$ cat src/design/ram_pkg.sv
package ram_pkg;

	// ~~~~~~~~~~~~~~~~~~~~~~~~~~~~~~~~~~~~~~~~~~~~~~~~~~~~~~~~~~~~~~~~~~~~~~
	// memory geometry.
	// ~~~~~~~~~~~~~~~~~~~~~~~~~~~~~~~~~~~~~~~~~~~~~~~~~~~~~~~~~~~~~~~~~~~~~~

	// both rams carry the same byte payload.
	localparam int RAM_DATA_WIDTH = 8;

	// true dual-port ram, 1k words.
	localparam int TDP_ADDR_WIDTH = 10;

	// simple dual-port ram, small enough for distributed memory.
	localparam int SDP_ADDR_WIDTH = 4;

	localparam int TDP_DEPTH = 1 << TDP_ADDR_WIDTH;
	localparam int SDP_DEPTH = 1 << SDP_ADDR_WIDTH;

endpackage

$ cat src/design/exerciser_pkg.sv
package exerciser_pkg;
	import ram_pkg::*;

	// ~~~~~~~~~~~~~~~~~~~~~~~~~~~~~~~~~~~~~~~~~~~~~~~~~~~~~~~~~~~~~~~~~~~~~~
	// port requests.
	// ~~~~~~~~~~~~~~~~~~~~~~~~~~~~~~~~~~~~~~~~~~~~~~~~~~~~~~~~~~~~~~~~~~~~~~

	typedef struct packed {
		logic enable;
		logic write;
		logic [TDP_ADDR_WIDTH-1:0] addr;
		logic [RAM_DATA_WIDTH-1:0] idata;
	} tdp_req_t;

	typedef struct packed {
		logic enable;
		logic [SDP_ADDR_WIDTH-1:0] addr;
		logic [RAM_DATA_WIDTH-1:0] data;
	} sdp_wr_t;

	typedef struct packed {
		logic enable;
		logic [SDP_ADDR_WIDTH-1:0] addr;
	} sdp_rd_t;

	// which ram drives the leds.
	typedef enum logic {MODE_TDP, MODE_SDP} mode_t;

	// ~~~~~~~~~~~~~~~~~~~~~~~~~~~~~~~~~~~~~~~~~~~~~~~~~~~~~~~~~~~~~~~~~~~~~~
	// pattern steps.
	// ~~~~~~~~~~~~~~~~~~~~~~~~~~~~~~~~~~~~~~~~~~~~~~~~~~~~~~~~~~~~~~~~~~~~~~

	localparam logic [TDP_ADDR_WIDTH-1:0] TDP_ADDR1_STEP = TDP_ADDR_WIDTH'(1);
	localparam logic [TDP_ADDR_WIDTH-1:0] TDP_ADDR2_STEP = TDP_ADDR_WIDTH'(3);
	localparam logic [RAM_DATA_WIDTH-1:0] TDP_DATA1_STEP = RAM_DATA_WIDTH'(5);
	localparam logic [RAM_DATA_WIDTH-1:0] TDP_DATA2_OFFSET = RAM_DATA_WIDTH'(7); // on idata1.
	localparam logic [SDP_ADDR_WIDTH-1:0] SDP_WADDR_STEP = SDP_ADDR_WIDTH'(1);
	localparam logic [RAM_DATA_WIDTH-1:0] SDP_WDATA_STEP = RAM_DATA_WIDTH'(3);
	localparam logic [SDP_ADDR_WIDTH-1:0] SDP_RADDR_STEP = SDP_ADDR_WIDTH'(5);

endpackage

$ cat src/design/pattern_generator.sv
module pattern_generator
	import ram_pkg::*;
	import exerciser_pkg::*;
(
	input  logic     clock,
	input  logic     resetn,
	output tdp_req_t tdp_req1,
	output tdp_req_t tdp_req2,
	output sdp_wr_t  sdp_wr,
	output sdp_rd_t  sdp_rd
);

	logic [TDP_ADDR_WIDTH-1:0] addr1;
	logic [TDP_ADDR_WIDTH-1:0] addr2;
	logic [RAM_DATA_WIDTH-1:0] idata1;
	logic [RAM_DATA_WIDTH-1:0] idata2;
	logic [3:0] tdp_control;

	logic [SDP_ADDR_WIDTH-1:0] waddr;
	logic [RAM_DATA_WIDTH-1:0] wdata;
	logic [SDP_ADDR_WIDTH-1:0] raddr;
	logic [1:0] sdp_control;

	// ~~~~~~~~~~~~~~~~~~~~~~~~~~~~~~~~~~~~~~~~~~~~~~~~~~~~~~~~~~~~~~~~~~~~~~
	// true dual-port stream.
	// ~~~~~~~~~~~~~~~~~~~~~~~~~~~~~~~~~~~~~~~~~~~~~~~~~~~~~~~~~~~~~~~~~~~~~~

	always_ff @(posedge clock or negedge resetn)
	begin
		if (!resetn)
		begin
			addr1       <= '0;
			addr2       <= '0;
			idata1      <= '0;
			idata2      <= '0;
			tdp_control <= '0;
		end
		else
		begin
			addr1       <= addr1 + TDP_ADDR1_STEP;
			addr2       <= addr2 + TDP_ADDR2_STEP;
			idata1      <= idata1 + TDP_DATA1_STEP;
			idata2      <= idata1 + TDP_DATA2_OFFSET; // trails idata1 by a cycle.
			tdp_control <= tdp_control + 4'd1;
		end
	end

	assign tdp_req1 = '{
		enable: tdp_control[0],
		write:  tdp_control[1],
		addr:   addr1,
		idata:  idata1
	};

	assign tdp_req2 = '{
		enable: tdp_control[2],
		write:  tdp_control[3],
		addr:   addr2,
		idata:  idata2
	};

	// ~~~~~~~~~~~~~~~~~~~~~~~~~~~~~~~~~~~~~~~~~~~~~~~~~~~~~~~~~~~~~~~~~~~~~~
	// simple dual-port stream.
	// ~~~~~~~~~~~~~~~~~~~~~~~~~~~~~~~~~~~~~~~~~~~~~~~~~~~~~~~~~~~~~~~~~~~~~~

	always_ff @(posedge clock or negedge resetn)
	begin
		if (!resetn)
		begin
			waddr       <= '0;
			wdata       <= '0;
			raddr       <= '0;
			sdp_control <= '0;
		end
		else
		begin
			waddr       <= waddr + SDP_WADDR_STEP;
			wdata       <= wdata + SDP_WDATA_STEP;
			raddr       <= raddr + SDP_RADDR_STEP;
			sdp_control <= sdp_control + 2'd1;
		end
	end

	assign sdp_wr = '{enable: sdp_control[0], addr: waddr, data: wdata};
	assign sdp_rd = '{enable: sdp_control[1], addr: raddr};

endmodule

$ cat config.mk
export PLATFORM = sky130hd
export DESIGN_NAME = pattern_generator
export DESIGN_NICKNAME = d
export VERILOG_FILES = /design/src/design/ram_pkg.sv /design/src/design/exerciser_pkg.sv /design/src/design/pattern_generator.sv
export SDC_FILE = /design/constraint.sdc
export NUM_CORES = 1
export LEC_CHECK = 0
export BUFFER_PORTS_ARGS = -buffer_cell sky130_fd_sc_hd__buf_2
export CAP_MARGIN = 20
export CORE_ASPECT_RATIO = 1.75
export CORE_MARGIN = 1.5
export CORE_UTILIZATION = 50
export DETAILED_ROUTE_END_ITERATION = 8
export PLACE_DENSITY = 0.8
export SLEW_MARGIN = 10
export SYNTH_ARGS = -nofsm -noshare
export SYNTH_HDL_FRONTEND = slang
export SYNTH_SLANG_ARGS = --single-unit
$ cat constraint.sdc
create_clock -name clock -period 2.68 [get_ports clock]
set_input_delay 0.402 -clock clock [delete_from_list [all_inputs] [get_ports clock]]
set_output_delay 0.402 -clock clock [all_outputs]
set_load 0.01 [all_outputs]
* Yosys cells after proc, flatten, opt, wreduce, memory -nomap -nowiden
Index checks and enable logic that the tools add are counted.
** Word-level totals
- Register bits :: 58
- Bits of input ports :: 2
- Output and inout port bits :: 58
- Word-level logic and storage cells :: 18
** Operators by class
- Add/sub/neg operators :: 9
** Operators with widths (count)
- $add 8x3->8 const B :: 2
- $add 10x1->10 const B :: 1
- $add 10x2->10 const B :: 1
- $add 4x1->4 const B :: 2
- $add 8x2->8 const B :: 1
- $add 4x3->4 const B :: 1
- $add 2x1->2 const B :: 1

* Depth between registers and ports, before layout
- Depth in word-level cells :: 1
- Mapped depth :: 5
- Depth with buffers taken out :: 5

* Worst setup path after synthesis
No wires, ideal clock.
- Kind :: reg2reg
- From :: reg addr2[0]
- To :: reg addr2[8]
- Setup time :: 0.079 ns
- Data arrival time :: 1.151 ns
- Data required time :: 2.601 ns
- Path slack :: 1.450 ns
- Stages on the path, launching flop included :: 5
- Buffers on the path :: 0
- Clock period less this slack :: 1.230 ns
- Cells stage by stage :: dfrtp_1 > inv_1 > ha_1 > nor4b_2 > xor2_1
** Between the ends
- Cells in the longest elaborated chain, start to end :: 1
** RTL lines
- start: declaration :: RTL line pattern_generator.sv:14 : logic [TDP_ADDR_WIDTH-1:0] addr2;
- start signal: assignment :: RTL line pattern_generator.sv:41 : addr2 <= addr2 + TDP_ADDR2_STEP;
- $add 10x2->10 :: RTL line pattern_generator.sv:41
No other way between the ends.

* Final worst setup path
- From :: reg idata1[3]
- To :: out tdp_req1[3] in the netlist's numbering
** RTL lines
- start: declaration :: RTL line pattern_generator.sv:15 : logic [RAM_DATA_WIDTH-1:0] idata1;
- start signal: assignment :: RTL line pattern_generator.sv:42 : idata1 <= idata1 + TDP_DATA1_STEP;
- end: declaration :: RTL line pattern_generator.sv:7 : output tdp_req_t tdp_req1,
No word-level cell between the ends.

==> reports/qor.csv <==
stage,metric,value,unit
outcome,outcome,"finished, final reports clean",
clock_tree,post_cts_resized,0,
floorplan,dieArea,4877,um2
critical_path,rrSetupSlack,1410,ps
sta,final_hold_viol_count,0,
synthesis,muxShareOfSynthArea,0,
clock_tree,cts-root-buf,clkbuf_8,
placement,gp_congestion,0.8151,
final_layout,antennaDiodeCount,0,
synthesis,synth_largest_area_cell,dfrtp_1,
critical_path,worstPathArrival,1030,ps
clock_tree,holdBufCountCts,0,
floorplan,start_util,0.5148,
floorplan,core_area,4324,um2
drt,wl_met3,175,um
synthesis,yosysWarnings,0,
synthesis,ys_top_cells_by_area,"dfrtp_1, xnor2_1, xor2_1",
critical_path,critPathLaunch,idata1[3],
critical_path,crit_chain,buf_2,
critical_path,crit_path_max_fanout,9,
final_layout,final.fill_count,371,
drt,drtPass1Iterations,4,
sta,fmax,700.3,MHz
critical_path,crit_family,flip-flops,
flow_run,cap_violations,0,
floorplan,io_pins,60,
final_layout,fin_util,0.6424,
synthesis,synth_simple_gate_area_share,0.08488,
synthesis,netlist_top_cells_count,"dfrtp_1, xnor2_1, xor2_1",
global_route,antenna_found_initial,0,
clock_tree,path_clk_slew,60,ps
drt,routed.top_layer,met4,
critical_path,r2r_end,addr2[8],
global_route,grt_first_pass_wirelength,6.058,mm
critical_path,critPathMaxStageDelay,510,ps
drt,vias,1442,
drt,wl_met1,1.473,mm
power,ir_worst_vdd,0.0004054,V
synthesis,synth_fa_ha_area_frac,0.04497,
clock_tree,h-tree-depth,3,
synthesis,synth.most_common_cell,dfrtp_1,
clock_tree,tritoncts,done,
clock_tree,cts.sinks,57,
synthesis,syn_area,2226,um2
synthesis,ys_ff_latch,57,
synthesis,synth_cell_type_count,20,
clock_tree,worstSkewPairLatency,330,ps
critical_path,crit_cells,1,
synthesis,synth_xor_area_frac,0.1613,
drt,finalWirelength,3.708,mm
critical_path,end_kind,output pin,
final_layout,drive_above_1_share,0.3184,
floorplan,die_x,53.44,um
drt,dr_wl_met2,1.969,mm
critical_path,cp-start-kind,flop,
drt,vias_per_cell,4.872,
sta,relSlewSlack,0.5484,
synthesis,synthCells,173,
synthesis,synth_compound_area_frac,0.02923,
synthesis,async_flop_share,1.000,
drt,ant_nets,0,
sta,drv_slew,0,
sta,setup_viol,0,
sta,tns,0,ps
clock_tree,clk_path_buf_depth,2,
synthesis,synth_top_family_by_area,XOR/XNOR gates,
power,powerDensity,607.3,nW/um2
global_route,overflow,0,
synthesis,synth_top_flop_cell,dfrtp_1,
sta,min_period,1428,ps
clock_tree,postCtsSetupBuffers,0,
drt,drc_errors,0,
floorplan,std_cell_rows,32,
critical_path,r2r-start,addr2[0],
global_route,grt_max_degree,58,
clock_tree,cts_buffers,9,
critical_path,r2r_cells,4,
critical_path,critPathRequiredTime,2280,ps
final_layout,final_nets,250,
sta,finClkSkew,6.502,ps
floorplan,die_y,91.27,um
sta,timing.final.crit_share,0.5329,
synthesis,synth_edf_count,0,
critical_path,cpMaxStageDelayCell,dfrtp_1,
placement,dp_hpwl,2.664,mm
global_route,grtUsageTotal,0.1750,
drt,drtIter0Drc,19,
critical_path,timing.critical_path.buf_inv,1,
synthesis,syn-num-nets,183,
synthesis,yosysSeqAreaShare,0.6408,
global_route,grt_pass1_vias,1405,
synthesis,synth.top_cell.area_share,0.6408,
critical_path,critPathKind,flop to output pin,
synthesis,syn_avg_cell_area,12.87,um2
sta,rsz0062_at_grt,false,
final_layout,areaGrowthSynthToFinish,24.79,%
sta,worst_pin_slew,677.3,ps
min_path,hp-class,input pin to asynchronous set/reset pin,
placement,port_buffers,59,
power,p_leak,1.394,nW
drt,post_drt_wl_per_cell,12.53,um
-- sequential cells by signal, indices dropped and copies added, names as in the netlist --
register     count
sdp_control      2
addr2           10
idata2           8
tdp_control      4
idata1           7
addr1           10
wdata            8
raddr            4
waddr            4
-- worst max path at each step --
stage / end / slack, ps
final: tdp_req1[3] / 1250
after global routing: tdp_req1[3] / 1180
after CTS: tdp_req1[3] / 1240
after detailed placement: addr2[8] / 1430
after global placement: addr2[8] / 1490
after floorplan: addr2[8] / 1450
-- cells in the final DEF (no fill, tap or decap), drive strengths merged --
cell type,count
dfrtp,57
a21oi,2
nor4b,1
nor3b,1
nor4,1
o21ai,4
nor2,12
nand4,3
buf,60
nand2,8
nand3,7
nor3,3
inv,17
xnor2,21
ha,8
clkbuf,14
clkinv,1
xor2,20
bufinv,1
o2111ai,4
-- stage by stage --
stage / std cells / worst slack [ps] / area, um2 / hold WS, ps / power (W)
floorplan: 173 / 1450 / 2226 / 106.4 / 0.0008766
global placement: 280 / 1488 / 2570 / 442.2 / 0.0008945
detailed placement: 280 / 1430 / 2570 / 447.9 / 0.0008948
CTS: 296 / 1238 / 2778 / 217.8 / 0.001709
global route: 296 / 1182 / 2778 / 248.9 / 0.001762
finish: 296 / 1252 / 2778 / 192.3 / 0.001687
-- power by group --
part / internal (W) / switching, W
combinational: 0.00000146 / 0.0000153
clock: 0.000504 / 0.000305
sequential: 0.000861 / 0
total: 0.00137 / 0.000320
-- kinds of logic after synthesis --
group	Yosys count
flops	57
compound gates	10
fa+ha+maj	8
buf+inv	21
simple gates	36
xor+xnor	41
-- final cells by class --
class / instances / area (um2) / area share
inverters: 17 / 63.81 / 0.02297
clock inverters: 2 / 35.03 / 0.01261
multi-input cells: 95 / 713.2 / 0.2568
well taps: 51 / 63.81 / 0.02297
clock buffers: 14 / 172.7 / 0.06216
repair buffers: 60 / 302.8 / 0.1090
flip-flops and latches: 57 / 1426 / 0.5135
-- metal layers --
metal | vias to the layer above | GRT usage
met5 | - | 0
met4 | 0 | 0.1004
met3 | 7 | 0.06250
met2 | 39 | 0.2819
met1 | 711 | 0.1895
li1 | 685 | -
No activity file was read; power rests on OpenSTA's default activity.
