## config.mk

```make
export PLATFORM = sky130hd
export DESIGN_NAME = led_driver
export DESIGN_NICKNAME = d
export VERILOG_FILES = /design/src/design/ram_pkg.sv /design/src/design/exerciser_pkg.sv /design/src/design/led_driver.sv
export SDC_FILE = /design/constraint.sdc
export NUM_CORES = 1
export LEC_CHECK = 0
export BUFFER_PORTS_ARGS = -buffer_cell sky130_fd_sc_hd__buf_2
export CAP_MARGIN = 20
export CORE_UTILIZATION = 45
export DETAILED_ROUTE_END_ITERATION = 10
export PLACE_DENSITY = 0.76
export SYNTH_ARGS = -nofsm -noshare
export SYNTH_HDL_FRONTEND = slang
export SYNTH_SLANG_ARGS = --single-unit
```

## constraint.sdc

```tcl
create_clock -name clock -period 0.8 [get_ports clock]
set_clock_uncertainty 0.05 [all_clocks]
set_input_delay 0.08 -clock clock [delete_from_list [all_inputs] [get_ports clock]]
set_output_delay 0.08 -clock clock [all_outputs]
set_load 0.05 [all_outputs]
```

## src/design/ram_pkg.sv

```systemverilog
package ram_pkg;

	// ~~~~~~~~~~~~~~~~~~~~~~~~~~~~~~~~~~~~~~~~~~~~~~~~~~~~~~~~~~~~~~~~~~~~~~
	// memory geometry.
	// ~~~~~~~~~~~~~~~~~~~~~~~~~~~~~~~~~~~~~~~~~~~~~~~~~~~~~~~~~~~~~~~~~~~~~~

	// both rams carry the same byte payload.
	localparam int RAM_DATA_WIDTH = 8;

	// true dual-port ram, 1k words.
	localparam int TDP_ADDR_WIDTH = 10;

	// simple dual-port ram, small enough for distributed memory.
	localparam int SDP_ADDR_WIDTH = 4;

	localparam int TDP_DEPTH = 1 << TDP_ADDR_WIDTH;
	localparam int SDP_DEPTH = 1 << SDP_ADDR_WIDTH;

endpackage

```

## src/design/exerciser_pkg.sv

```systemverilog
package exerciser_pkg;
	import ram_pkg::*;

	// ~~~~~~~~~~~~~~~~~~~~~~~~~~~~~~~~~~~~~~~~~~~~~~~~~~~~~~~~~~~~~~~~~~~~~~
	// port requests.
	// ~~~~~~~~~~~~~~~~~~~~~~~~~~~~~~~~~~~~~~~~~~~~~~~~~~~~~~~~~~~~~~~~~~~~~~

	typedef struct packed {
		logic enable;
		logic write;
		logic [TDP_ADDR_WIDTH-1:0] addr;
		logic [RAM_DATA_WIDTH-1:0] idata;
	} tdp_req_t;

	typedef struct packed {
		logic enable;
		logic [SDP_ADDR_WIDTH-1:0] addr;
		logic [RAM_DATA_WIDTH-1:0] data;
	} sdp_wr_t;

	typedef struct packed {
		logic enable;
		logic [SDP_ADDR_WIDTH-1:0] addr;
	} sdp_rd_t;

	// which ram drives the leds.
	typedef enum logic {MODE_TDP, MODE_SDP} mode_t;

	// ~~~~~~~~~~~~~~~~~~~~~~~~~~~~~~~~~~~~~~~~~~~~~~~~~~~~~~~~~~~~~~~~~~~~~~
	// pattern steps.
	// ~~~~~~~~~~~~~~~~~~~~~~~~~~~~~~~~~~~~~~~~~~~~~~~~~~~~~~~~~~~~~~~~~~~~~~

	localparam logic [TDP_ADDR_WIDTH-1:0] TDP_ADDR1_STEP = TDP_ADDR_WIDTH'(1);
	localparam logic [TDP_ADDR_WIDTH-1:0] TDP_ADDR2_STEP = TDP_ADDR_WIDTH'(3);
	localparam logic [RAM_DATA_WIDTH-1:0] TDP_DATA1_STEP = RAM_DATA_WIDTH'(5);
	localparam logic [RAM_DATA_WIDTH-1:0] TDP_DATA2_OFFSET = RAM_DATA_WIDTH'(7); // on idata1.
	localparam logic [SDP_ADDR_WIDTH-1:0] SDP_WADDR_STEP = SDP_ADDR_WIDTH'(1);
	localparam logic [RAM_DATA_WIDTH-1:0] SDP_WDATA_STEP = RAM_DATA_WIDTH'(3);
	localparam logic [SDP_ADDR_WIDTH-1:0] SDP_RADDR_STEP = SDP_ADDR_WIDTH'(5);

endpackage

```

## src/design/led_driver.sv

```systemverilog
module led_driver
	import ram_pkg::*;
	import exerciser_pkg::*;
(
	input  logic                      clock,
	input  logic                      resetn,
	input  mode_t                     mode,
	input  logic [RAM_DATA_WIDTH-1:0] odata1,
	input  logic [RAM_DATA_WIDTH-1:0] odata2,
	input  logic [RAM_DATA_WIDTH-1:0] rdata,
	output logic [7:0]                leds
);

	logic [RAM_DATA_WIDTH-1:0] sum;

	// fold both true dual-port outputs into one byte.
	always_ff @(posedge clock or negedge resetn)
	begin
		if (!resetn)
			sum <= '0;
		else
			sum <= odata1 + odata2; // wraps.
	end

	// leds are active low.
	always_ff @(posedge clock or negedge resetn)
	begin
		if (!resetn)
			leds <= 8'haa;
		else if (mode == MODE_TDP)
			leds <= ~sum;
		else
			leds <= ~rdata;
	end

endmodule

```

Word-level counts from Yosys, hierarchy flattened
Index checks and enable logic that the tools add are counted.
{ "word_totals": {"inputBits": 27, "register_bits": 16} }
{ "op_classes": {"n_addsub": 1, "n_mux": 1, "bitwise": 2} }
{ "ops": {"columns": ["op", "count"], "rows": [
  ["$not A8 Y8", 2],
  ["$add A8 B8 Y8", 1],
  ["$mux W8", 1]
]} }

Depth between registers and ports, before layout
Gate-level depths: netlist of run 1.
{ "logic_depth": {"word_depth": 2, "mapped_depth": 6} }

Worst setup path after synthesis of run 1
OpenSTA, ideal clock, no wires.
{ "synth_path": {"kind": "input-to-reg", "startpoint": "input odata1[0]", "endpoint": "register sum[6]", "setup_ns": 0.144, "cell_stages": 6, "t_arrival_ns": 1.068, "path_slack_ns": -0.462, "required_time_ns": 0.606, "cell_sequence": "ha_1 -> inv_1 -> fa_1 -> nor2b_4 -> o31a_1 -> o311ai_1"} }
{ "synth_via": {"elab_chain_len": 1} }
{ "synth_rtl": {"columns": ["item", "line_no", "rtl"], "rows": [
  ["from (decl)", "led_driver.sv:8", "input logic [RAM_DATA_WIDTH-1:0] odata1,"],
  ["$add A8 B8 Y8", "led_driver.sv:22", "sum <= odata1 + odata2;"],
  ["to (signal assigned)", "led_driver.sv:22", null],
  ["to (decl)", "led_driver.sv:14", "logic [RAM_DATA_WIDTH-1:0] sum;"]
]} }
Every way passes these cells.

Worst setup path after layout of run 1
{ "layout_path": {"startpoint": "input odata2[0]", "endpoint": "register sum[6]"} }
{ "layout_via": {"elab_chain_len": 1} }
{ "layout_rtl": {"columns": ["item", "line_no", "rtl"], "rows": [
  ["from (decl)", "led_driver.sv:9", "input logic [RAM_DATA_WIDTH-1:0] odata2,"],
  ["$add A8 B8 Y8", "led_driver.sv:22", null]
]} }
Every way passes these cells.

==> results of run 1 <==
==> final timing paths <==
path / startpoint / to / slack (ns)
min reg2reg: sum[3] / leds[3] / 0.34
min in group asynchronous: resetn / sum[0] / 0.18
max reg2reg: sum[2] / leds[2] / 0.11
max in group asynchronous: resetn / leds[5] / 0.22
max: odata2[0] / sum[6] / -0.34
min: odata1[0] / sum[0] / -0.03
==> routing by layer <==
metal / part of all wire (%) / GRT usage (%)
met1: 38 / 27.03
met2: 56 / 42.65
met3: 4.4 / 0.4000
met4: 1.6 / 11.52
met5: 0 / 0
==> sequential cells by signal, indices dropped and copies added, names as in the netlist <==
register,count
leds,8
sum,8
==> timing repair <==
item / in CTS / in global routing
pin swaps: 12 / 6
setup buffers: 4 / 4
endpoints found under the hold margin: 25 / 1
endpoints found under the setup margin: 14 / 14
gates resized for setup: 36 / 12
cloned: 0 / 0
==> final cells by class <==
| class | count | share of cell area, % |
|---|---|---|
| Clock buffer | 4 | 2.456 |
| Multi-Input combinational cell | 45 | 33.95 |
| Inverter | 5 | 1.270 |
| Sequential cell | 16 | 27.43 |
| Timing Repair Buffer | 57 | 32.77 |
| Tap cell | 25 | 2.117 |
==> power groups by stage <==
stage	Clock, mW	Combinational [mW]	Sequential, mW
after floorplan	0	0.255	1.20
after global placement	0	0.667	0.991
after detailed placement	0	0.684	0.997
after CTS	0.520	0.887	0.997
after global routing	0.564	1.09	1.02
final	0.504	1.02	1.01
==> cells by family after synthesis <==
family,Yosys count
simple gates,7
buf+inv,6
flops,16
xor+xnor,4
fa+ha+maj,8
mux,8
compound gates,18
==> metrics by stage <==
| stage | setup TNS [ns] | std cells | worst slack [ns] | total power [mW] | utilization [%] |
|---|---|---|---|---|---|
| after detailed placement | -3.371 | 132 | -0.5714 | 1.680 | 62.90 |
| after CTS | -2.354 | 149 | -0.2971 | 2.405 | 81.16 |
| after floorplan | -1.666 | 67 | -0.3772 | 1.459 | - |
| final | -2.909 | 152 | -0.3365 | 2.537 | 85.58 |
| after global placement | -3.205 | 132 | -0.5584 | 1.659 | 62.90 |
| after global routing | -3.243 | 152 | -0.3349 | 2.672 | 85.58 |
==> synth_stat cells (2+ instances only) <==
library cell | number | area [sq um]
dfrtp_1 | 12 | 300.3
mux2i_1 | 8 | 80.08
ha_1 | 7 | 87.58
a21oi_1 | 5 | 25.02
inv_1 | 5 | 18.77
dfstp_2 | 4 | 105.1
o211ai_1 | 3 | 22.52
o21ai_0 | 2 | 10.01
xnor2_1 | 2 | 17.52
xor2_1 | 2 | 17.52
==> results.sh, run 1 <==
export IMPL_ys_seq_area_share_pct=49.32
export IMPL_die_area_sq_um=2002
export IMPL_status="finished with violations"
export IMPL_grt_pass1_vias=763
export IMPL_synth_top_family_by_area="compound AO/OA/AOI/OAI gates"
export IMPL_tightest_slew_ns=0.3089
export IMPL_holdCritPathClass="input port to flip-flop"
export IMPL_synth_fp_nets=102
export IMPL_max_stage_delay_ns=0.31
export IMPL_required_ns=0.91
export IMPL_start_util_pct=47.61
export IMPL_critPathLaunchType="input port"
export IMPL_yosysUniqueCellTypes=27
export IMPL_postSynthAreaPerCell_sq_um=12.27
export IMPL_antenna_cells=0
export IMPL_synth_cell_area_sq_um=822.0
export IMPL_grt_pass1_wl_mm=3.270
export IMPL_ys_ff_latch=16
export IMPL_cts_tree="yes"
export IMPL_multi_input_comb_area_sq_um=501.7
export IMPL_drt_iter0_markers=12
export IMPL_dr_pass1_iters=4
export IMPL_yosys_warnings=0
export IMPL_combPwrFrac_pct=40.2
export IMPL_p_int_mw=1.729
export IMPL_synthMuxAreaShare_pct=9.741
export IMPL_cap_violations=0
export IMPL_dpl_instance_area_sq_um=1086
export IMPL_die_w_um=44.74
export IMPL_synth_simple_area_share_pct=5.632
export IMPL_cp_num_buf_inv=2
export IMPL_p_leak_nw=0.6910
export IMPL_crit_cells=7
export IMPL_cp_end_kind="flip-flop"
export IMPL_ir_worst_vdd_mv=0.9146
export IMPL_htree_levels=1
export IMPL_relSlewSlack_pct=79.08
export IMPL_arrival_ns=1.24
export IMPL_cts_made_buffers=3
export IMPL_p_sw_share_pct=31.84
export IMPL_whs_path_depth=2
export IMPL_nets=163
export IMPL_fin_ws_ns=-0.3365
export IMPL_pwr_share_seq_pct=39.9
export IMPL_synth_compound_area_share_pct=15.07
export IMPL_reg2regPathDepth=1
export IMPL_crit_type="input port to flip-flop"
export IMPL_die_h_um=44.74
export IMPL_pin_count=35
export IMPL_antenna_found_initial=0
export IMPL_min_period_over_period_pct=142.1
export IMPL_ant_nets=0
export IMPL_hpwl_mm=1.137
export IMPL_final_common_cell="buf_2"
export IMPL_clockBufferDepth=2
export IMPL_finalInstanceArea_sq_um=1478
export IMPL_switching_power_mw=0.8077
export IMPL_mostFrequentLayoutCells="buf_2 (21), dfrtp_1 (12), buf_6 (11), buf_4 (10), dlygate4sd3_1 (9)"
export IMPL_grt_max_degree=17
export IMPL_via_per_inst=5.066
export IMPL_vias=770
export IMPL_max_freq_ghz=0.8799
export IMPL_clk_insertion_delay_late_ns=0.27
export IMPL_synthAdderAreaFrac_pct=13.09
export IMPL_cts_sinks=16
export IMPL_wire_per_inst_um=15.70
export IMPL_area_growth_pct=79.76
export IMPL_drc=0
export IMPL_cts_hold_buf=9
export IMPL_synth_enable_flop_cells=0
export IMPL_seqCellArea_sq_um=405.4
export IMPL_failed_checks="negative hold slack, negative setup slack"
export IMPL_hold_viol=1
export IMPL_path_clk_slew_ns=0.09
export IMPL_async_flop_share_pct=100.0
export IMPL_rsz0062_at_grt="yes"
export IMPL_post_route_min_period_ns=1.137
export IMPL_syn_inst=67
export IMPL_worstPathCellList="buf_8 > ha_4 > inv_2 > fa_2 > nor2b_4 > o31a_1 > o311ai_1"
export IMPL_cp_max_fo=3
export IMPL_final_setup_viol_count=14
export IMPL_gp_congestion=0.8183
export IMPL_power_share_clock_pct=19.9
export IMPL_rows=15
export IMPL_fill_cells=83
export IMPL_portBuffers=34
export IMPL_slowest_stage="o311ai_1"
export IMPL_power_density_nw_per_um2=1717
export IMPL_ys_flop_type="dfrtp_1"
export IMPL_core_area_sq_um=1727
export IMPL_track_usage_pct=22.89
export IMPL_cts_root_buf="clkbuf_4"
export IMPL_drive_above_1_share_pct=56.69
export IMPL_whs_ns=-0.03074
export IMPL_wl_mm=2.387
export IMPL_crit_family="compound AO/OA/AOI/OAI gates"
export IMPL_drv_slew=0
export IMPL_synth_xor_area_share_pct=4.262
export IMPL_grt_ovfl_total=0
Power figures use the tool's default switching activity.
==> inputs of run 2 (changes only) <==
--- a/config.mk
+++ b/config.mk
@@ -5,11 +5,11 @@
 export SDC_FILE = /design/constraint.sdc
 export NUM_CORES = 1
 export LEC_CHECK = 0
-export BUFFER_PORTS_ARGS = -buffer_cell sky130_fd_sc_hd__buf_2
+export BUFFER_PORTS_ARGS = -buffer_cell sky130_fd_sc_hd__buf_4
 export CAP_MARGIN = 20
 export CORE_UTILIZATION = 45
 export DETAILED_ROUTE_END_ITERATION = 10
-export PLACE_DENSITY = 0.76
+export PLACE_DENSITY_LB_ADDON = 0.12
 export SYNTH_ARGS = -nofsm -noshare
 export SYNTH_HDL_FRONTEND = slang
 export SYNTH_SLANG_ARGS = --single-unit
==> results.sh, run 2 (synthesis gave the netlist of run 1 again) <==
export IMPL_status="finished with violations"
export IMPL_failed_checks="negative hold slack, negative setup slack"
export IMPL_ant_nets=0
export IMPL_grt_max_degree=17
export IMPL_antenna_cells=0
export IMPL_dr_pass1_iters=3
export IMPL_cp_num_buf_inv=1
export IMPL_via_per_inst=4.824
export IMPL_vias=714
export IMPL_cts_made_buffers=3
export IMPL_fill_cells=92
export IMPL_pin_count=35
export IMPL_die_w_um=44.74
export IMPL_cts_tree="yes"
export IMPL_crit_family="flip-flops"
export IMPL_grt_pass1_wl_mm=2.987
export IMPL_final_common_cell="buf_4"
export IMPL_crit_type="flip-flop to output pin"
export IMPL_worstPathCellList="buf_8"
export IMPL_clockBufferDepth=2
export IMPL_dpl_cell_count=131
export IMPL_final_setup_viol_count=13
export IMPL_power_density_nw_per_um2=1603
export IMPL_p_leak_nw=0.6761
export IMPL_slowest_stage="dfstp_2"
export IMPL_finalInstanceArea_sq_um=1486
export IMPL_track_usage_pct=20.60
export IMPL_hold_viol=1
export IMPL_hpwl_mm=1.203
export IMPL_grt_pass1_vias=715
export IMPL_fin_cells=148
export IMPL_min_period_over_period_pct=135.5
export IMPL_r2r_slack_ns=0.16
export IMPL_htree_levels=1
export IMPL_cap_violations=0
export IMPL_cts_root_buf="clkbuf_4"
export IMPL_nets=159
export IMPL_die_area_sq_um=2002
export IMPL_holdCritPathClass="input port to flip-flop"
export IMPL_arrival_ns=0.95
export IMPL_mostFrequentLayoutCells="buf_4 (26), buf_6 (13), dfrtp_1 (12), dlygate4sd3_1 (9), mux2i_1 (8)"
export IMPL_post_route_min_period_ns=1.084
export IMPL_ir_worst_vdd_mv=0.8648
export IMPL_path_clk_slew_ns=0.08
export IMPL_relSlewSlack_pct=74.97
export IMPL_drv_slew=0
export IMPL_required_ns=0.67
export IMPL_wire_per_inst_um=12.32
export IMPL_start_util_pct=47.61
export IMPL_whs_path_depth=2
export IMPL_grt_ovfl_total=0
export IMPL_wl_mm=1.823
export IMPL_max_stage_delay_ns=0.54
export IMPL_dpl_instance_area_sq_um=1164
export IMPL_whs_ns=-0.03602
export IMPL_portBuffers=34
export IMPL_cp_max_fo=1
export IMPL_die_h_um=44.74
export IMPL_drt_iter0_markers=2
export IMPL_critPathLaunchType="flip-flop"
export IMPL_cts_sinks=16
export IMPL_drive_above_1_share_pct=56.10
export IMPL_rows=15
export IMPL_antenna_found_initial=0
export IMPL_crit_cells=1
export IMPL_reg_largest_list="leds x8, sum x8"
export IMPL_reg2regPathDepth=1
export IMPL_max_freq_ghz=0.9226
export IMPL_rsz0062_at_grt="yes"
export IMPL_area_growth_pct=80.82
export IMPL_tightest_slew_ns=0.3708
export IMPL_drc=0
export IMPL_cp_end_kind="output pin"
export IMPL_cts_hold_buf=9
export IMPL_clk_insertion_delay_late_ns=0.27
export IMPL_fin_ws_ns=-0.2839
export IMPL_core_area_sq_um=1727
export IMPL_gp_congestion=0.7420
## run 2: through the flow
step	setup slack, ns	TNS, ns	hold WS (ns)	util, %	power (mW)
after floorplan	-0.3772	-1.666	-0.2656	-	1.459
after global placement	-0.5648	-2.992	-0.1071	67.39	1.727
after detailed placement	-0.5568	-3.057	-0.1066	67.39	1.749
after CTS	-0.3005	-2.368	-0.04782	84.28	2.372
after global routing	-0.3257	-2.708	-0.05945	86.09	2.528
final	-0.2839	-2.317	-0.03602	86.09	2.383
## run 2: power by group
part           switching (mW)  leakage [nW]  internal, mW
Sequential             0.0484         0.182         0.954
Combinational           0.474         0.479         0.496
Clock                   0.218        0.0150         0.193
## run 2: what timing repair did
| item | CTS | global route |
|---|---|---|
| pin swaps | 12 | 7 |
| setup buffers | 4 | 1 |
| endpoints found under the hold margin | 25 | 1 |
| endpoints found under the setup margin | 14 | 13 |
| gates resized for setup | 30 | 8 |
## run 2: path summary, 6_finish.rpt
kind,start,endpoint
setup / recovery,leds[3],leds[3]
hold / removal,odata1[0],sum[0]
setup reg to reg,sum[0],leds[0]
hold reg to reg,sum[5],leds[5]
max in group asynchronous,resetn,leds[5]
min in group asynchronous,resetn,sum[0]
## run 2: cell type report
cell class	instances	area, sq um	area share (%)
clock buffers	4	26.28	1.768
inverters	5	18.77	1.263
multi-input cells	45	498.0	33.50
flip-flops and latches	16	405.4	27.27
well taps	25	31.28	2.104
repair buffers	53	506.7	34.09
## run 2: layer usage
layer | vias up | track usage, % | share of wire [%]
met4 | 0 | 9.091 | 0.77
met5 | - | 0 | 0
li1 | 358 | - | -
met1 | 330 | 24.68 | 43
met3 | 2 | 1.200 | 3.5
met2 | 24 | 37.94 | 53
==> inputs of run 3 (changes only) <==
--- a/config.mk
+++ b/config.mk
@@ -7,9 +7,11 @@
 export LEC_CHECK = 0
 export BUFFER_PORTS_ARGS = -buffer_cell sky130_fd_sc_hd__buf_4
 export CAP_MARGIN = 20
+export CORE_ASPECT_RATIO = 0.9
 export CORE_UTILIZATION = 45
 export DETAILED_ROUTE_END_ITERATION = 10
 export PLACE_DENSITY_LB_ADDON = 0.12
 export SYNTH_ARGS = -nofsm -noshare
 export SYNTH_HDL_FRONTEND = slang
 export SYNTH_SLANG_ARGS = --single-unit
+export TNS_END_PERCENT = 5
==> results.sh, run 3 (synthesis gave the netlist of run 1 again) <==
export IMPL_crit_type="flip-flop to output pin"
export IMPL_max_freq_ghz=0.9177
export IMPL_post_cts_setup_buffers=0
export IMPL_cts_made_buffers=3
export IMPL_tightest_slew_ns=0.2661
export IMPL_cp_max_fo=1
export IMPL_worstPathCellList="buf_8"
export IMPL_clockBufferDepth=2
export IMPL_holdCritPathClass="input port to flip-flop"
export IMPL_wl_mm=1.650
export IMPL_gp_congestion=0.8019
export IMPL_ir_worst_vdd_mv=1.016
export IMPL_hold_viol=1
export IMPL_rows=14
export IMPL_cts_tree="yes"
export IMPL_portBuffers=34
export IMPL_arrival_ns=0.96
export IMPL_final_common_cell="buf_4"
export IMPL_dr_pass1_iters=4
export IMPL_relSlewSlack_pct=82.18
export IMPL_mostFrequentLayoutCells="buf_4 (34), dfrtp_1 (12), dlygate4sd3_1 (9), mux2i_1 (8), ha_1 (5)"
export IMPL_critPathLaunchType="flip-flop"
export IMPL_cts_sinks=16
export IMPL_clk_insertion_delay_late_ns=0.27
export IMPL_whs_ns=-0.01061
export IMPL_wire_per_inst_um=11.38
export IMPL_reg_largest_list="leds x8, sum x8"
export IMPL_cts_hold_buf=9
export IMPL_cp_end_kind="output pin"
export IMPL_p_sw_share_pct=29.96
export IMPL_grt_pass1_vias=658
export IMPL_drv_slew=0
export IMPL_grt_max_degree=17
export IMPL_min_period_over_period_pct=136.2
export IMPL_vias=695
export IMPL_failed_checks="negative hold slack, negative setup slack"
export IMPL_hpwl_mm=1.174
export IMPL_htree_levels=1
export IMPL_grt_ovfl_total=0
export IMPL_antenna_found_initial=0
export IMPL_track_usage_pct=18.79
export IMPL_power_share_clock_pct=20.8
export IMPL_combPwrFrac_pct=36.8
export IMPL_die_h_um=42.55
export IMPL_drive_above_1_share_pct=47.93
export IMPL_cap_violations=0
export IMPL_drc=0
export IMPL_crit_family="flip-flops"
export IMPL_pin_count=35
export IMPL_slowest_stage="dfstp_2"
export IMPL_cp_num_buf_inv=1
export IMPL_rsz0062_at_grt="yes"
export IMPL_die_area_sq_um=2002
export IMPL_drt_iter0_markers=15
export IMPL_status="finished with violations"
export IMPL_pwr_share_seq_pct=42.4
export IMPL_ant_nets=0
export IMPL_utilization_pct=81.08
export IMPL_max_stage_delay_ns=0.55
export IMPL_grt_pass1_wl_mm=2.642
export IMPL_core_area_sq_um=1699
export IMPL_power_density_nw_per_um2=1726
export IMPL_nets=157
export IMPL_path_clk_slew_ns=0.08
export IMPL_place_ws_ns=-0.5751
export IMPL_required_ns=0.67
export IMPL_area_growth_pct=67.58
export IMPL_post_route_min_period_ns=1.090
export IMPL_cts_root_buf="clkbuf_4"
export IMPL_via_per_inst=4.793
export IMPL_p_leak_nw=0.6618
export IMPL_switching_power_mw=0.7124
export IMPL_start_util_pct=48.38
export IMPL_power_mw=2.378
export IMPL_final_setup_viol_count=13
export IMPL_die_w_um=47.05
export IMPL_p_int_mw=1.665
export IMPL_antenna_cells=0
export IMPL_fin_ws_ns=-0.2897
-- run 3: repair_timing --
item                                    CTS  global route
endpoints found under the setup margin   14            14
gates resized for setup                  13             4
pin swaps                                 3             0
hold endpoints to repair                 25             3
-- run 3: per-layer routing --
| layer | track usage, % | share of wire [%] |
|---|---|---|
| met5 | 0 | 0 |
| met1 | 22.63 | 42 |
| met3 | 2.586 | 4.6 |
| met4 | 8.571 | 0.97 |
| met2 | 31.94 | 52 |
-- run 3: power groups by stage --
stage	clock network, mW	registers (mW)	logic (mW)
6_report	0.494	1.01	0.876
5_1_grt	0.570	1.02	0.943
4_1_cts	0.511	1.00	0.854
3_5_place_dp	0	1.00	0.751
3_3_place_gp	0	0.995	0.739
2_1_floorplan	0	1.20	0.255
-- run 3: area by class of cell --
| cell class | instances | area [sq um] |
|---|---|---|
| repair buffers | 51 | 450.4 |
| multi-input cells | 45 | 436.7 |
| flip-flops and latches | 16 | 405.4 |
| fillers | 95 | 321.6 |
| clock buffers | 4 | 36.28 |
| well taps | 24 | 30.03 |
| inverters | 5 | 18.77 |
-- run 3: worst paths after layout --
path / start / endpoint / slack, ns / cells after the start
max in group asynchronous: resetn / leds[3] / 0.32 / 2
max: leds[5] / leds[5] / -0.29 / 1
min: odata2[0] / sum[0] / -0.01 / 2
min reg2reg: sum[3] / leds[3] / 0.34 / 1
min in group asynchronous: resetn / leds[6] / 0.14 / 2
max reg2reg: sum[7] / leds[7] / 0.16 / 1
-- run 3: through the flow --
step	hold WS (ns)	cells	setup TNS (ns)	instance area [sq um]
after floorplan	-0.2656	67	-1.666	837.1
after global placement	-0.1077	132	-2.815	1177
after detailed placement	-0.1072	132	-2.999	1177
after CTS	-0.01516	145	-2.447	1363
after global routing	-0.02200	145	-2.989	1378
final	-0.01061	145	-2.453	1378
