<file path="src/design/ram_pkg.sv">
package ram_pkg;

	// ~~~~~~~~~~~~~~~~~~~~~~~~~~~~~~~~~~~~~~~~~~~~~~~~~~~~~~~~~~~~~~~~~~~~~~
	// memory geometry.
	// ~~~~~~~~~~~~~~~~~~~~~~~~~~~~~~~~~~~~~~~~~~~~~~~~~~~~~~~~~~~~~~~~~~~~~~

	// both rams carry the same byte payload.
	localparam int RAM_DATA_WIDTH = 8;

	// true dual-port ram, 1k words.
	localparam int TDP_ADDR_WIDTH = 10;

	// simple dual-port ram, small enough for distributed memory.
	localparam int SDP_ADDR_WIDTH = 4;

	localparam int TDP_DEPTH = 1 << TDP_ADDR_WIDTH;
	localparam int SDP_DEPTH = 1 << SDP_ADDR_WIDTH;

endpackage

</file>
<file path="src/design/exerciser_pkg.sv">
package exerciser_pkg;
	import ram_pkg::*;

	// ~~~~~~~~~~~~~~~~~~~~~~~~~~~~~~~~~~~~~~~~~~~~~~~~~~~~~~~~~~~~~~~~~~~~~~
	// port requests.
	// ~~~~~~~~~~~~~~~~~~~~~~~~~~~~~~~~~~~~~~~~~~~~~~~~~~~~~~~~~~~~~~~~~~~~~~

	typedef struct packed {
		logic enable;
		logic write;
		logic [TDP_ADDR_WIDTH-1:0] addr;
		logic [RAM_DATA_WIDTH-1:0] idata;
	} tdp_req_t;

	typedef struct packed {
		logic enable;
		logic [SDP_ADDR_WIDTH-1:0] addr;
		logic [RAM_DATA_WIDTH-1:0] data;
	} sdp_wr_t;

	typedef struct packed {
		logic enable;
		logic [SDP_ADDR_WIDTH-1:0] addr;
	} sdp_rd_t;

	// which ram drives the leds.
	typedef enum logic {MODE_TDP, MODE_SDP} mode_t;

	// ~~~~~~~~~~~~~~~~~~~~~~~~~~~~~~~~~~~~~~~~~~~~~~~~~~~~~~~~~~~~~~~~~~~~~~
	// pattern steps.
	// ~~~~~~~~~~~~~~~~~~~~~~~~~~~~~~~~~~~~~~~~~~~~~~~~~~~~~~~~~~~~~~~~~~~~~~

	localparam logic [TDP_ADDR_WIDTH-1:0] TDP_ADDR1_STEP = TDP_ADDR_WIDTH'(1);
	localparam logic [TDP_ADDR_WIDTH-1:0] TDP_ADDR2_STEP = TDP_ADDR_WIDTH'(3);
	localparam logic [RAM_DATA_WIDTH-1:0] TDP_DATA1_STEP = RAM_DATA_WIDTH'(5);
	localparam logic [RAM_DATA_WIDTH-1:0] TDP_DATA2_OFFSET = RAM_DATA_WIDTH'(7); // on idata1.
	localparam logic [SDP_ADDR_WIDTH-1:0] SDP_WADDR_STEP = SDP_ADDR_WIDTH'(1);
	localparam logic [RAM_DATA_WIDTH-1:0] SDP_WDATA_STEP = RAM_DATA_WIDTH'(3);
	localparam logic [SDP_ADDR_WIDTH-1:0] SDP_RADDR_STEP = SDP_ADDR_WIDTH'(5);

endpackage

</file>
<file path="src/design/mode_button.sv">
module mode_button
	import exerciser_pkg::*;
#(
	parameter int DEBOUNCE_CYCLES = 16
)
(
	input  logic  clock,
	input  logic  resetn,
	input  logic  mode_pin,
	output mode_t mode
);

	localparam int CNT_WIDTH = $clog2(DEBOUNCE_CYCLES + 1);
	localparam logic [CNT_WIDTH-1:0] CNT_LAST = CNT_WIDTH'(DEBOUNCE_CYCLES - 1);

	logic sync1;
	logic sync2;
	logic level; // accepted pin level.
	logic [CNT_WIDTH-1:0] count;

	always_ff @(posedge clock or negedge resetn)
	begin
		if (!resetn)
		begin
			sync1 <= 1'b0;
			sync2 <= 1'b0;
		end
		else
		begin
			sync1 <= mode_pin;
			sync2 <= sync1;
		end
	end

	// count samples that differ from the accepted level.
	always_ff @(posedge clock or negedge resetn)
	begin
		if (!resetn)
		begin
			level <= 1'b0;
			count <= '0;
			mode  <= MODE_TDP;
		end
		else if (sync2 == level)
			count <= '0; // glitch ended early.
		else if (count == CNT_LAST)
		begin
			level <= sync2;
			count <= '0;
			if (sync2)
				mode <= (mode == MODE_TDP) ? MODE_SDP : MODE_TDP; // press.
		end
		else
			count <= count + 1'b1;
	end

endmodule

</file>
<file path="config.mk">
export PLATFORM = sky130hd
export DESIGN_NAME = mode_button
export DESIGN_NICKNAME = d
export VERILOG_FILES = /design/src/design/ram_pkg.sv /design/src/design/exerciser_pkg.sv /design/src/design/mode_button.sv
export SDC_FILE = /design/constraint.sdc
export NUM_CORES = 1
export LEC_CHECK = 0
export CAP_MARGIN = 20
export CORE_MARGIN = 1.5
export CORE_UTILIZATION = 26
export DETAILED_ROUTE_END_ITERATION = 10
export DONT_BUFFER_PORTS = 1
export REMOVE_ABC_BUFFERS = 1
export SLEW_MARGIN = 20
export SYNTH_ARGS = -nofsm -noshare
export SYNTH_HDL_FRONTEND = slang
export SYNTH_SLANG_ARGS = --single-unit
</file>
<file path="constraint.sdc">
create_clock -name clock -period 3.8 [get_ports clock]
set_input_delay 0.95 -clock clock [delete_from_list [all_inputs] [get_ports clock]]
set_output_delay 0.95 -clock clock [all_outputs]
set_load 0.05 [all_outputs]
</file>
# After elaboration in Yosys (flattened, before gate mapping)
# Index checks and enable logic that the tools add are counted.
dict set report word_totals {
  register_bits 9
  elab_cells 14
  inputBits 3
  out_inout_bits 1
  memories 0
  latch_bits 0
  ramBits 0
  rom_bits 0
}
dict set report classes {
  n_div 0
  mux 3
  bitwise_logic 1
  addsub 1
  magnitude_cmp 0
  n_reduce_logical 2
  eq_ne 2
  n_shift 0
  multipliers 0
}
# operator n
set op_table {}
lappend op_table {{5-bit two-way mux} 2}
lappend op_table {{5-bit by 1-bit adder with 5-bit output, second input constant} 1}
lappend op_table {{5-bit by 4-bit equality test with 1-bit output, second input constant} 1}
lappend op_table {{3-bit AND reduction} 1}
lappend op_table {{2-bit AND reduction} 1}
lappend op_table {{1-bit equality test} 1}
lappend op_table {{1-bit two-way mux} 1}
lappend op_table {{1-bit inverter} 1}

# Logic depth before layout (Yosys ltp)
# Gate-level depths: netlist of run 1.
dict set report logic_depth {
  ltp_word 3
  mapped_depth 5
  mapped_depth_nobuf 5
}

# Worst setup path before layout of run 1
# Ideal clock, no wire load.
dict set report synth_path {
  path_kind {reg-to-output}
  from {register mode}
  to {output mode}
  required_ps 2850
  path_stages_with_launch 1
  setup_slack_ps 2236
  t_arrival_ps 614
  n_path_buf 0
  path_cell_list {dfrtp_1}
}
# item line
set synth_rtl {}
lappend synth_rtl {{from (decl)} mode_button.sv:10} ;# output mode_t mode
lappend synth_rtl {{from (signal assigned)} mode_button.sv:51} ;# mode <= (mode == MODE_TDP) ? MODE_SDP : MODE_TDP;
# No word-level cell between the ends.

# Final worst setup path of run 1
dict set report layout_path {
  from {register mode}
  to {output mode}
}
# No word-level cell between the ends.

==> results of run 1 <==
-- placed cells by master (no fill, tap or decap), drive strengths merged --
master / instances
or2: 1
ha: 2
xor2: 1
mux2: 1
a311oi: 1
dfrtp: 9
clkbuf: 4
or2b: 1
nand4b: 1
nand3: 1
xnor2: 2
inv: 4
nor2: 5
-- cell usage after synthesis --
cell type                  number  share of area, %
sky130_fd_sc_hd__a311oi_1       1               2.4
sky130_fd_sc_hd__dfrtp_1        9                63
sky130_fd_sc_hd__ha_1           2               7.0
sky130_fd_sc_hd__inv_1          4               4.2
sky130_fd_sc_hd__mux2_2         1               3.1
sky130_fd_sc_hd__nand3_1        1               1.4
sky130_fd_sc_hd__nand4b_1       1               2.4
sky130_fd_sc_hd__nor2_1         5               5.2
sky130_fd_sc_hd__or2_1          1               1.7
sky130_fd_sc_hd__or2b_1         1               2.1
sky130_fd_sc_hd__xnor2_1        2               4.9
sky130_fd_sc_hd__xor2_1         1               2.4
-- registers in the layout, summed over array words and instances (netlist names) --
signal,count
mode,1
count,5
sync1,1
sync2,1
level,1
-- final timing paths --
kind	slack, ns	cells after the start	to	start
min in group asynchronous	0.38	0	mode	resetn
max in group asynchronous	3.34	0	sync1	resetn
max	1.94	0	mode	mode
min reg2reg	0.35	0	sync2	sync1
max reg2reg	2.47	4	level	count[0]
min	0.35	0	sync2	sync1
-- cell type report --
type	count	area, sq um	share of cell area [%]
Inverter	4	15.0	3.73
Tap cell	15	18.8	4.66
Multi-Input combinational cell	16	118	29.2
Clock buffer	4	26.3	6.52
Sequential cell	9	225	55.9
-- power breakdown --
part            total (W)  internal [W]  switching [W]
clock network   0.0000713     0.0000403      0.0000310
logic          0.00000683    0.00000318     0.00000364
registers        0.000102     0.0000996     0.00000279
-- kinds of logic (layout without fill, tap and decap cells) --
kind of cell / Yosys count / in the layout / synth area share (%)
compound gates: 1 / 1 / 2.45
xor+xnor: 3 / 3 / 7.34
fa+ha+maj: 2 / 2 / 6.99
buf+inv: 4 / 8 / 4.19
flops: 9 / 9 / 62.9
mux: 1 / 1 / 3.15
simple gates: 9 / 9 / 12.9
-- metrics by stage --
step / instance area (sq um) / utilization, % / setup slack (ns) / total power [W] / hold WS, ns
after global placement: 377 / 29.3 / 2.23 / 0.000110 / 0.337
after global routing: 403 / 31.4 / 1.91 / 0.000192 / 0.355
after floorplan: 358 / - / 2.24 / 0.000109 / 0.331
after CTS: 403 / 31.4 / 1.92 / 0.000187 / 0.354
after detailed placement: 377 / 29.3 / 2.22 / 0.000111 / 0.340
final: 403 / 31.4 / 1.94 / 0.000181 / 0.351
-- routing by layer --
metal | track usage (%) | vias to the layer above
li1 | - | 101
met1 | 10.5 | 96
met2 | 15.3 | 5
met3 | 6.67 | 2
met4 | 7.76 | 0
met5 | 0 | -
==> impl_results.html, run 1 <==
<table>
<tr><th>Metric</th><th>Value</th></tr>
<tr><th colspan="2">Cells and area</th></tr>
<tr><td>Post-Layout Cell Count</td><td>48</td></tr>
<tr><td>Synthesis-to-layout area growth</td><td>12.6%</td></tr>
<tr><td>Nets</td><td>39</td></tr>
<tr><td>Ant diodes</td><td>0</td></tr>
<tr><td>Fraction of final layout cells sized beyond drive strength 1</td><td>12.1%</td></tr>
<tr><td>Fillers</td><td>126</td></tr>
<tr><th colspan="2">Place</th></tr>
<tr><td>Routability congestion estimate</td><td>0.607</td></tr>
<tr><td>Cell total after placement</td><td>44</td></tr>
<tr><td>Detailed Place HPWL</td><td>444 um</td></tr>
<tr><td>Count of input and output buffers</td><td>0</td></tr>
<tr><th colspan="2">Routing</th></tr>
<tr><td>Number of iterations in the first detailed-routing pass</td><td>2</td></tr>
<tr><td>Length of routed met2 wiring</td><td>312 um</td></tr>
<tr><td>Vias per std cell</td><td>4.25</td></tr>
<tr><td>Top layer used by detailed routing</td><td>met4</td></tr>
<tr><td>Starting DRT DRC Count</td><td>4</td></tr>
<tr><td>Via total after detailed routing</td><td>204</td></tr>
<tr><td>Average detailed-routed wire length per instance</td><td>12.3 um</td></tr>
<tr><td>DRT met1 WL</td><td>237 um</td></tr>
<tr><td>ANT nets after route</td><td>0</td></tr>
<tr><td>Drc violations</td><td>0</td></tr>
<tr><td>Detailed-route wire length</td><td>588 um</td></tr>
<tr><td>Met3 wire length</td><td>30 um</td></tr>
<tr><th colspan="2">Clock network</th></tr>
<tr><td>Number of clock buffers inserted by TritonCTS</td><td>3</td></tr>
<tr><td>Post-CTS setup repair buffer count</td><td>0</td></tr>
<tr><td>Post-CTS Hold Buffers</td><td>0</td></tr>
<tr><td>CTS Root Cell</td><td>sky130_fd_sc_hd__clkbuf_4</td></tr>
<tr><td>Number of buffers on the longest clock path</td><td>2</td></tr>
<tr><td># resized after CTS</td><td>0</td></tr>
<tr><td>Register clock-pin slew on the reported worst setup and hold paths</td><td>0.06 ns</td></tr>
<tr><td># clock sinks</td><td>9</td></tr>
<tr><td>Maximum level of the CTS H-tree</td><td>1</td></tr>
<tr><td>Clock tree from TritonCTS</td><td>done</td></tr>
<tr><td>Insertion delay of the later-clocked pin in the worst-skew pair</td><td>0.26 ns</td></tr>
<tr><th colspan="2">Flow run</th></tr>
<tr><td>Number of max-cap violations</td><td>0</td></tr>
<tr><th colspan="2">Power and ir drop</th></tr>
<tr><td>Worst IR drop on VDD</td><td>0.204 mV</td></tr>
<tr><td>Power density of the placed cells</td><td>448 nW/um^2</td></tr>
<tr><td>Leakage</td><td>0.190 nW</td></tr>
<tr><th colspan="2">Floorplan</th></tr>
<tr><td>Core area</td><td>1280 sq um</td></tr>
<tr><td>Initial Utilization</td><td>27.8%</td></tr>
<tr><td>I/O Pins</td><td>4</td></tr>
<tr><td>Floorplan die height</td><td>40.1 um</td></tr>
<tr><td>Die outline area</td><td>1610 sq um</td></tr>
<tr><td>Num rows</td><td>13</td></tr>
<tr><td>Die span in x</td><td>40.1 um</td></tr>
<tr><th colspan="2">Yosys</th></tr>
<tr><td>Sequential element share of the synthesized area</td><td>62.9%</td></tr>
<tr><td>Post-synthesis sequential element count</td><td>9</td></tr>
<tr><td>Count of yosys warnings during synthesis</td><td>0</td></tr>
<tr><td>Syn avg cell area</td><td>12.3 sq um</td></tr>
<tr><td>Syn Std Cell Area</td><td>358 sq um</td></tr>
<tr><td>Count of different cell masters after synthesis</td><td>12</td></tr>
<tr><td>Number of cells produced by synthesis</td><td>29</td></tr>
<tr><th colspan="2">Timing</th></tr>
<tr><td>Number of pins with negative max-slew slack in the final report</td><td>0</td></tr>
<tr><td>Slew at the pin closest to its max-slew limit</td><td>0.495 ns</td></tr>
<tr><td>Clock tree skew after final layout</td><td>0.00513 ns</td></tr>
<tr><td>Setup TNS</td><td>0 ns</td></tr>
<tr><td>Normalized max-slew margin</td><td>67.0%</td></tr>
<tr><td>Peak Freq</td><td>538 MHz</td></tr>
<tr><td>Number of setup violations in the final report</td><td>0</td></tr>
<tr><td>Post-route minimum period</td><td>1.86 ns</td></tr>
<tr><td>Unrepaired setup endpoints after global routing</td><td>no</td></tr>
<tr><td>Final critical-path share of the clock period</td><td>48.9%</td></tr>
<tr><td>Final count of hold timing violations</td><td>0</td></tr>
<tr><th colspan="2">GRT</th></tr>
<tr><td>Grt ovf</td><td>0</td></tr>
<tr><td>Global-route wire length before repair</td><td>952 um</td></tr>
<tr><td>Number of global-route vias before repair</td><td>219</td></tr>
<tr><td>Total Routing Usage GR</td><td>10.4%</td></tr>
<tr><td>Antenna violations before repair</td><td>0</td></tr>
<tr><td>Pin count of the biggest net entering global routing</td><td>10</td></tr>
<tr><th colspan="2">Hold path</th></tr>
<tr><td>Worst min-delay path class</td><td>flop to flop</td></tr>
<tr><th colspan="2">Setup path</th></tr>
<tr><td>Type of element launching the critical path</td><td>flop</td></tr>
<tr><td>WP data arrival</td><td>0.91 ns</td></tr>
<tr><td>Peak fanout along the critical path</td><td>2</td></tr>
<tr><td>Start-to-end type of the worst setup path</td><td>flop to primary output</td></tr>
<tr><td>CP required</td><td>2.85 ns</td></tr>
<tr><td>CP Capture Type</td><td>primary output</td></tr>
<tr><th colspan="2">Run status</th></tr>
<tr><td>Result of the run</td><td>finished clean</td></tr>
</table>
Note: power is estimated with default switching activity, not from simulation.
==> inputs of run 2 (changes only) <==
--- a/config.mk
+++ b/config.mk
@@ -5,6 +5,7 @@
 export SDC_FILE = /design/constraint.sdc
 export NUM_CORES = 1
 export LEC_CHECK = 0
+export ABC_AREA = 1
 export CAP_MARGIN = 20
 export CORE_MARGIN = 1.5
 export CORE_UTILIZATION = 26
==> constraint.sdc (replaced) <==
create_clock -name clock -period 1.65 [get_ports clock]
set_input_delay 0.4125 -clock clock [delete_from_list [all_inputs] [get_ports clock]]
set_output_delay 0.4125 -clock clock [all_outputs]
set_load 0.05 [all_outputs]
==> impl_results.html, run 2 <==
<table>
<tr><th>Metric</th><th>Value</th></tr>
<tr><th colspan="2">Run status</th></tr>
<tr><td>Result of the run</td><td>finished clean</td></tr>
<tr><th colspan="2">Yosys</th></tr>
<tr><td>Proportion of synthesized flip-flops having asynchronous set or reset</td><td>100%</td></tr>
<tr><td>Syn Std Cell Area</td><td>394 sq um</td></tr>
<tr><td>Sequential element share of the synthesized area</td><td>57.1%</td></tr>
<tr><td>Number of cells produced by synthesis</td><td>40</td></tr>
<tr><td>Most common library cells after synthesis</td><td>sky130_fd_sc_hd__dfrtp_1 (9), sky130_fd_sc_hd__nand2_1 (7), sky130_fd_sc_hd__inv_1 (6)</td></tr>
<tr><td>Cell types with the largest area share after synthesis</td><td>sky130_fd_sc_hd__dfrtp_1 (57%), sky130_fd_sc_hd__nand2_1 (6.7%), sky130_fd_sc_hd__ha_1 (6.3%), sky130_fd_sc_hd__inv_1 (5.7%), sky130_fd_sc_hd__nand4_1 (4.8%)</td></tr>
<tr><td>Synth Flop Type</td><td>sky130_fd_sc_hd__dfrtp_1</td></tr>
<tr><td>Dominant cell type by area after synthesis</td><td>sky130_fd_sc_hd__dfrtp_1</td></tr>
<tr><td>Fraction of post-synthesis cell area in the top cell type by area</td><td>57.1%</td></tr>
<tr><td>Count of yosys warnings during synthesis</td><td>0</td></tr>
<tr><td>Post-synthesis sequential element count</td><td>9</td></tr>
<tr><td>Syn avg cell area</td><td>9.85 sq um</td></tr>
<tr><td>Most common cell in the netlist</td><td>sky130_fd_sc_hd__dfrtp_1</td></tr>
<tr><td>Number of flops mapped to enable cells by yosys</td><td>0</td></tr>
<tr><td>Count of different cell masters after synthesis</td><td>13</td></tr>
<tr><th colspan="2">Cells and area</th></tr>
<tr><td>Nets</td><td>51</td></tr>
<tr><td>Core occupancy in the finished layout</td><td>33.4%</td></tr>
<tr><td>Fraction of final layout cells sized beyond drive strength 1</td><td>17.8%</td></tr>
<tr><td>Synthesis-to-layout area growth</td><td>14.3%</td></tr>
<tr><td>Fillers</td><td>137</td></tr>
<tr><td>Most common cell after layout, fill and taps aside</td><td>sky130_fd_sc_hd__dfrtp_1</td></tr>
<tr><td>Ant diodes</td><td>0</td></tr>
<tr><td>Max reg flops</td><td>5</td></tr>
<tr><td>Leading cell types in the layout, fill and taps excluded</td><td>sky130_fd_sc_hd__dfrtp_1 (9), sky130_fd_sc_hd__nand2_1 (7), sky130_fd_sc_hd__inv_1 (6)</td></tr>
<tr><td>Register ranked first by flip-flop count</td><td>count</td></tr>
<tr><th colspan="2">Clock network</th></tr>
<tr><td>Post-CTS setup repair buffer count</td><td>0</td></tr>
<tr><td>Maximum level of the CTS H-tree</td><td>1</td></tr>
<tr><td>Clock tree from TritonCTS</td><td>done</td></tr>
<tr><td>Insertion delay of the later-clocked pin in the worst-skew pair</td><td>0.26 ns</td></tr>
<tr><td>Number of clock buffers inserted by TritonCTS</td><td>3</td></tr>
<tr><td>CTS Root Cell</td><td>sky130_fd_sc_hd__clkbuf_4</td></tr>
<tr><td># clock sinks</td><td>9</td></tr>
<tr><td>Number of buffers on the longest clock path</td><td>2</td></tr>
<tr><td>Register clock-pin slew on the reported worst setup and hold paths</td><td>0.06 ns</td></tr>
<tr><th colspan="2">Timing</th></tr>
<tr><td>Slew at the pin closest to its max-slew limit</td><td>0.486 ns</td></tr>
<tr><td>Post-route minimum period</td><td>1.31 ns</td></tr>
<tr><td>Final count of hold timing violations</td><td>0</td></tr>
<tr><td>Peak Freq</td><td>761 MHz</td></tr>
<tr><td>Number of pins with negative max-slew slack in the final report</td><td>0</td></tr>
<tr><td>Final critical-path share of the clock period</td><td>79.6%</td></tr>
<tr><td>Worst Hold Margin</td><td>0.178 ns</td></tr>
<tr><td>Unrepaired setup endpoints after global routing</td><td>no</td></tr>
<tr><td>Clock tree skew after final layout</td><td>0.00226 ns</td></tr>
<tr><td>Number of setup violations in the final report</td><td>0</td></tr>
<tr><td>Normalized max-slew margin</td><td>67.6%</td></tr>
<tr><td>Setup TNS</td><td>0 ns</td></tr>
<tr><th colspan="2">Routing</th></tr>
<tr><td>Drc violations</td><td>0</td></tr>
<tr><td>ANT nets after route</td><td>0</td></tr>
<tr><td>Via total after detailed routing</td><td>286</td></tr>
<tr><td>Starting DRT DRC Count</td><td>7</td></tr>
<tr><td>Vias per std cell</td><td>4.77</td></tr>
<tr><td>Number of iterations in the first detailed-routing pass</td><td>4</td></tr>
<tr><td>Detailed-route wire length</td><td>601 um</td></tr>
<tr><td>Average detailed-routed wire length per instance</td><td>10.0 um</td></tr>
<tr><th colspan="2">GRT</th></tr>
<tr><td>Pin count of the biggest net entering global routing</td><td>10</td></tr>
<tr><td>Grt ovf</td><td>0</td></tr>
<tr><td>Total Routing Usage GR</td><td>9.03%</td></tr>
<tr><td>Number of global-route vias before repair</td><td>290</td></tr>
<tr><td>Antenna violations before repair</td><td>0</td></tr>
<tr><td>Global-route wire length before repair</td><td>1130 um</td></tr>
<tr><th colspan="2">Setup path</th></tr>
<tr><td>WP data arrival</td><td>0.90 ns</td></tr>
<tr><td>Setup slack, reg-to-reg</td><td>0.50 ns</td></tr>
<tr><td>Critical Path End</td><td>mode</td></tr>
<tr><td>Start-to-end type of the worst setup path</td><td>flop to primary output</td></tr>
<tr><td>CP Capture Type</td><td>primary output</td></tr>
<tr><td>Crit path launch</td><td>mode</td></tr>
<tr><td>Levels on crit path</td><td>0</td></tr>
<tr><td>Type of element launching the critical path</td><td>flop</td></tr>
<tr><td>Logic depth of the worst register-to-register path</td><td>6</td></tr>
<tr><td>Peak fanout along the critical path</td><td>3</td></tr>
<tr><td>CP required</td><td>1.24 ns</td></tr>
<tr><td>Start of the worst register-to-register path</td><td>count[0]</td></tr>
<tr><td>Reg-to-reg critical path endpoint</td><td>count[0]</td></tr>
<tr><th colspan="2">Floorplan</th></tr>
<tr><td>Die span in x</td><td>41.9 um</td></tr>
<tr><td>Die outline area</td><td>1760 sq um</td></tr>
<tr><td>Num rows</td><td>13</td></tr>
<tr><td>I/O Pins</td><td>4</td></tr>
<tr><td>Floorplan die height</td><td>41.9 um</td></tr>
<tr><td>Initial Utilization</td><td>29.2%</td></tr>
<tr><td>Core area</td><td>1350 sq um</td></tr>
<tr><th colspan="2">Power and ir drop</th></tr>
<tr><td>Power density of the placed cells</td><td>941 nW/um^2</td></tr>
<tr><td>Part of the power in the clock network</td><td>39.4%</td></tr>
<tr><td>Power spent charging and discharging nets</td><td>0.0000977 W</td></tr>
<tr><td>Sequential power share</td><td>55.6%</td></tr>
<tr><td>Power Total</td><td>0.000424 W</td></tr>
<tr><td>Net Sw Frac</td><td>23.0%</td></tr>
<tr><td>Internal power</td><td>0.000326 W</td></tr>
<tr><td>Power share of the combinational group</td><td>5.0%</td></tr>
<tr><td>Leakage</td><td>0.220 nW</td></tr>
<tr><td>Worst IR drop on VDD</td><td>0.389 mV</td></tr>
<tr><th colspan="2">Hold path</th></tr>
<tr><td>Number of cells on the worst hold path</td><td>0</td></tr>
<tr><td>Worst min-delay path class</td><td>input pin to flop</td></tr>
<tr><th colspan="2">Flow run</th></tr>
<tr><td>Number of max-cap violations</td><td>0</td></tr>
<tr><th colspan="2">Place</th></tr>
<tr><td>Count of input and output buffers</td><td>0</td></tr>
<tr><td>Detailed Place HPWL</td><td>411 um</td></tr>
<tr><td>Routability congestion estimate</td><td>0.687</td></tr>
</table>
==> run 2: cell count changes in the layout (fill, tap and decap cells not counted), moves of 2 or more <==
cell / before / now
sky130_fd_sc_hd__inv_1: 4 / 6
sky130_fd_sc_hd__nand2_1: 0 / 7
sky130_fd_sc_hd__nand2_2: 0 / 2
sky130_fd_sc_hd__nand3_1: 1 / 3
sky130_fd_sc_hd__nand4_1: 0 / 3
sky130_fd_sc_hd__nor2_1: 5 / 3
sky130_fd_sc_hd__xnor2_1: 2 / 0
==> run 2: how the worst min path moves through the flow <==
stage / start / end / slack (ns)
after detailed placement: resetn / count[4] / 0.12
after CTS: mode_pin / sync1 / 0.17
after floorplan: resetn / count[0] / 0.12
after global placement: resetn / count[4] / 0.12
final: mode_pin / sync1 / 0.18
after global routing: mode_pin / sync1 / 0.16
==> run 2: cells by family (layout without fill, tap and decap cells) <==
kind of cell    count (synthesis)  after routing  synth area share, %
compound gates                  3              3                 4.44
fa+ha+maj                       2              2                 6.35
buf+inv                         7             12                 7.94
flops                           9              9                 57.1
simple gates                   19             19                 24.1
==> run 2: through the flow <==
| stage | worst slack [ns] | instances | instance area, sq um |
|---|---|---|---|
| finish | 0.336 | 60 | 450 |
| global route | 0.308 | 60 | 450 |
| CTS | 0.324 | 60 | 450 |
| detailed placement | 0.520 | 55 | 413 |
| global placement | 0.530 | 55 | 413 |
| floorplan | 0.610 | 40 | 394 |
==> run 2: final cells by class <==
cell class	count	area, sq um	share of cell area (%)
flip-flops and latches	9	225	50.0
repair buffers	1	10.0	2.22
well taps	15	18.8	4.17
multi-input cells	24	138	30.6
clock inverters	1	5.00	1.11
clock buffers	3	22.5	5.00
inverters	7	31.3	6.94
==> run 2: power groups by stage <==
stage	sequential (W)	clock [W]	combinational, W
3_3_place_gp	0.000240	0	0.0000152
3_5_place_dp	0.000240	0	0.0000157
4_1_cts	0.000236	0.000175	0.0000219
5_1_grt	0.000237	0.000186	0.0000253
6_report	0.000236	0.000167	0.0000211
2_1_floorplan	0.000239	0	0.0000130
==> run 2: metal layers <==
metal	GRT usage, %	vias up	part of all wire, %	wire length (um)
met3	5.65	4	6.2	37
met4	5.81	0	5.0	30
li1	-	139	-	-
met2	13.8	14	43	260
met1	9.12	129	45	272
met5	0	-	0	0
==> run 2: repair_timing <==
| action | in CTS | in global routing |
|---|---|---|
| hold buffers | 1 | 0 |
| endpoints found under the hold margin | 9 | 0 |
| gates resized for setup | 0 | 0 |
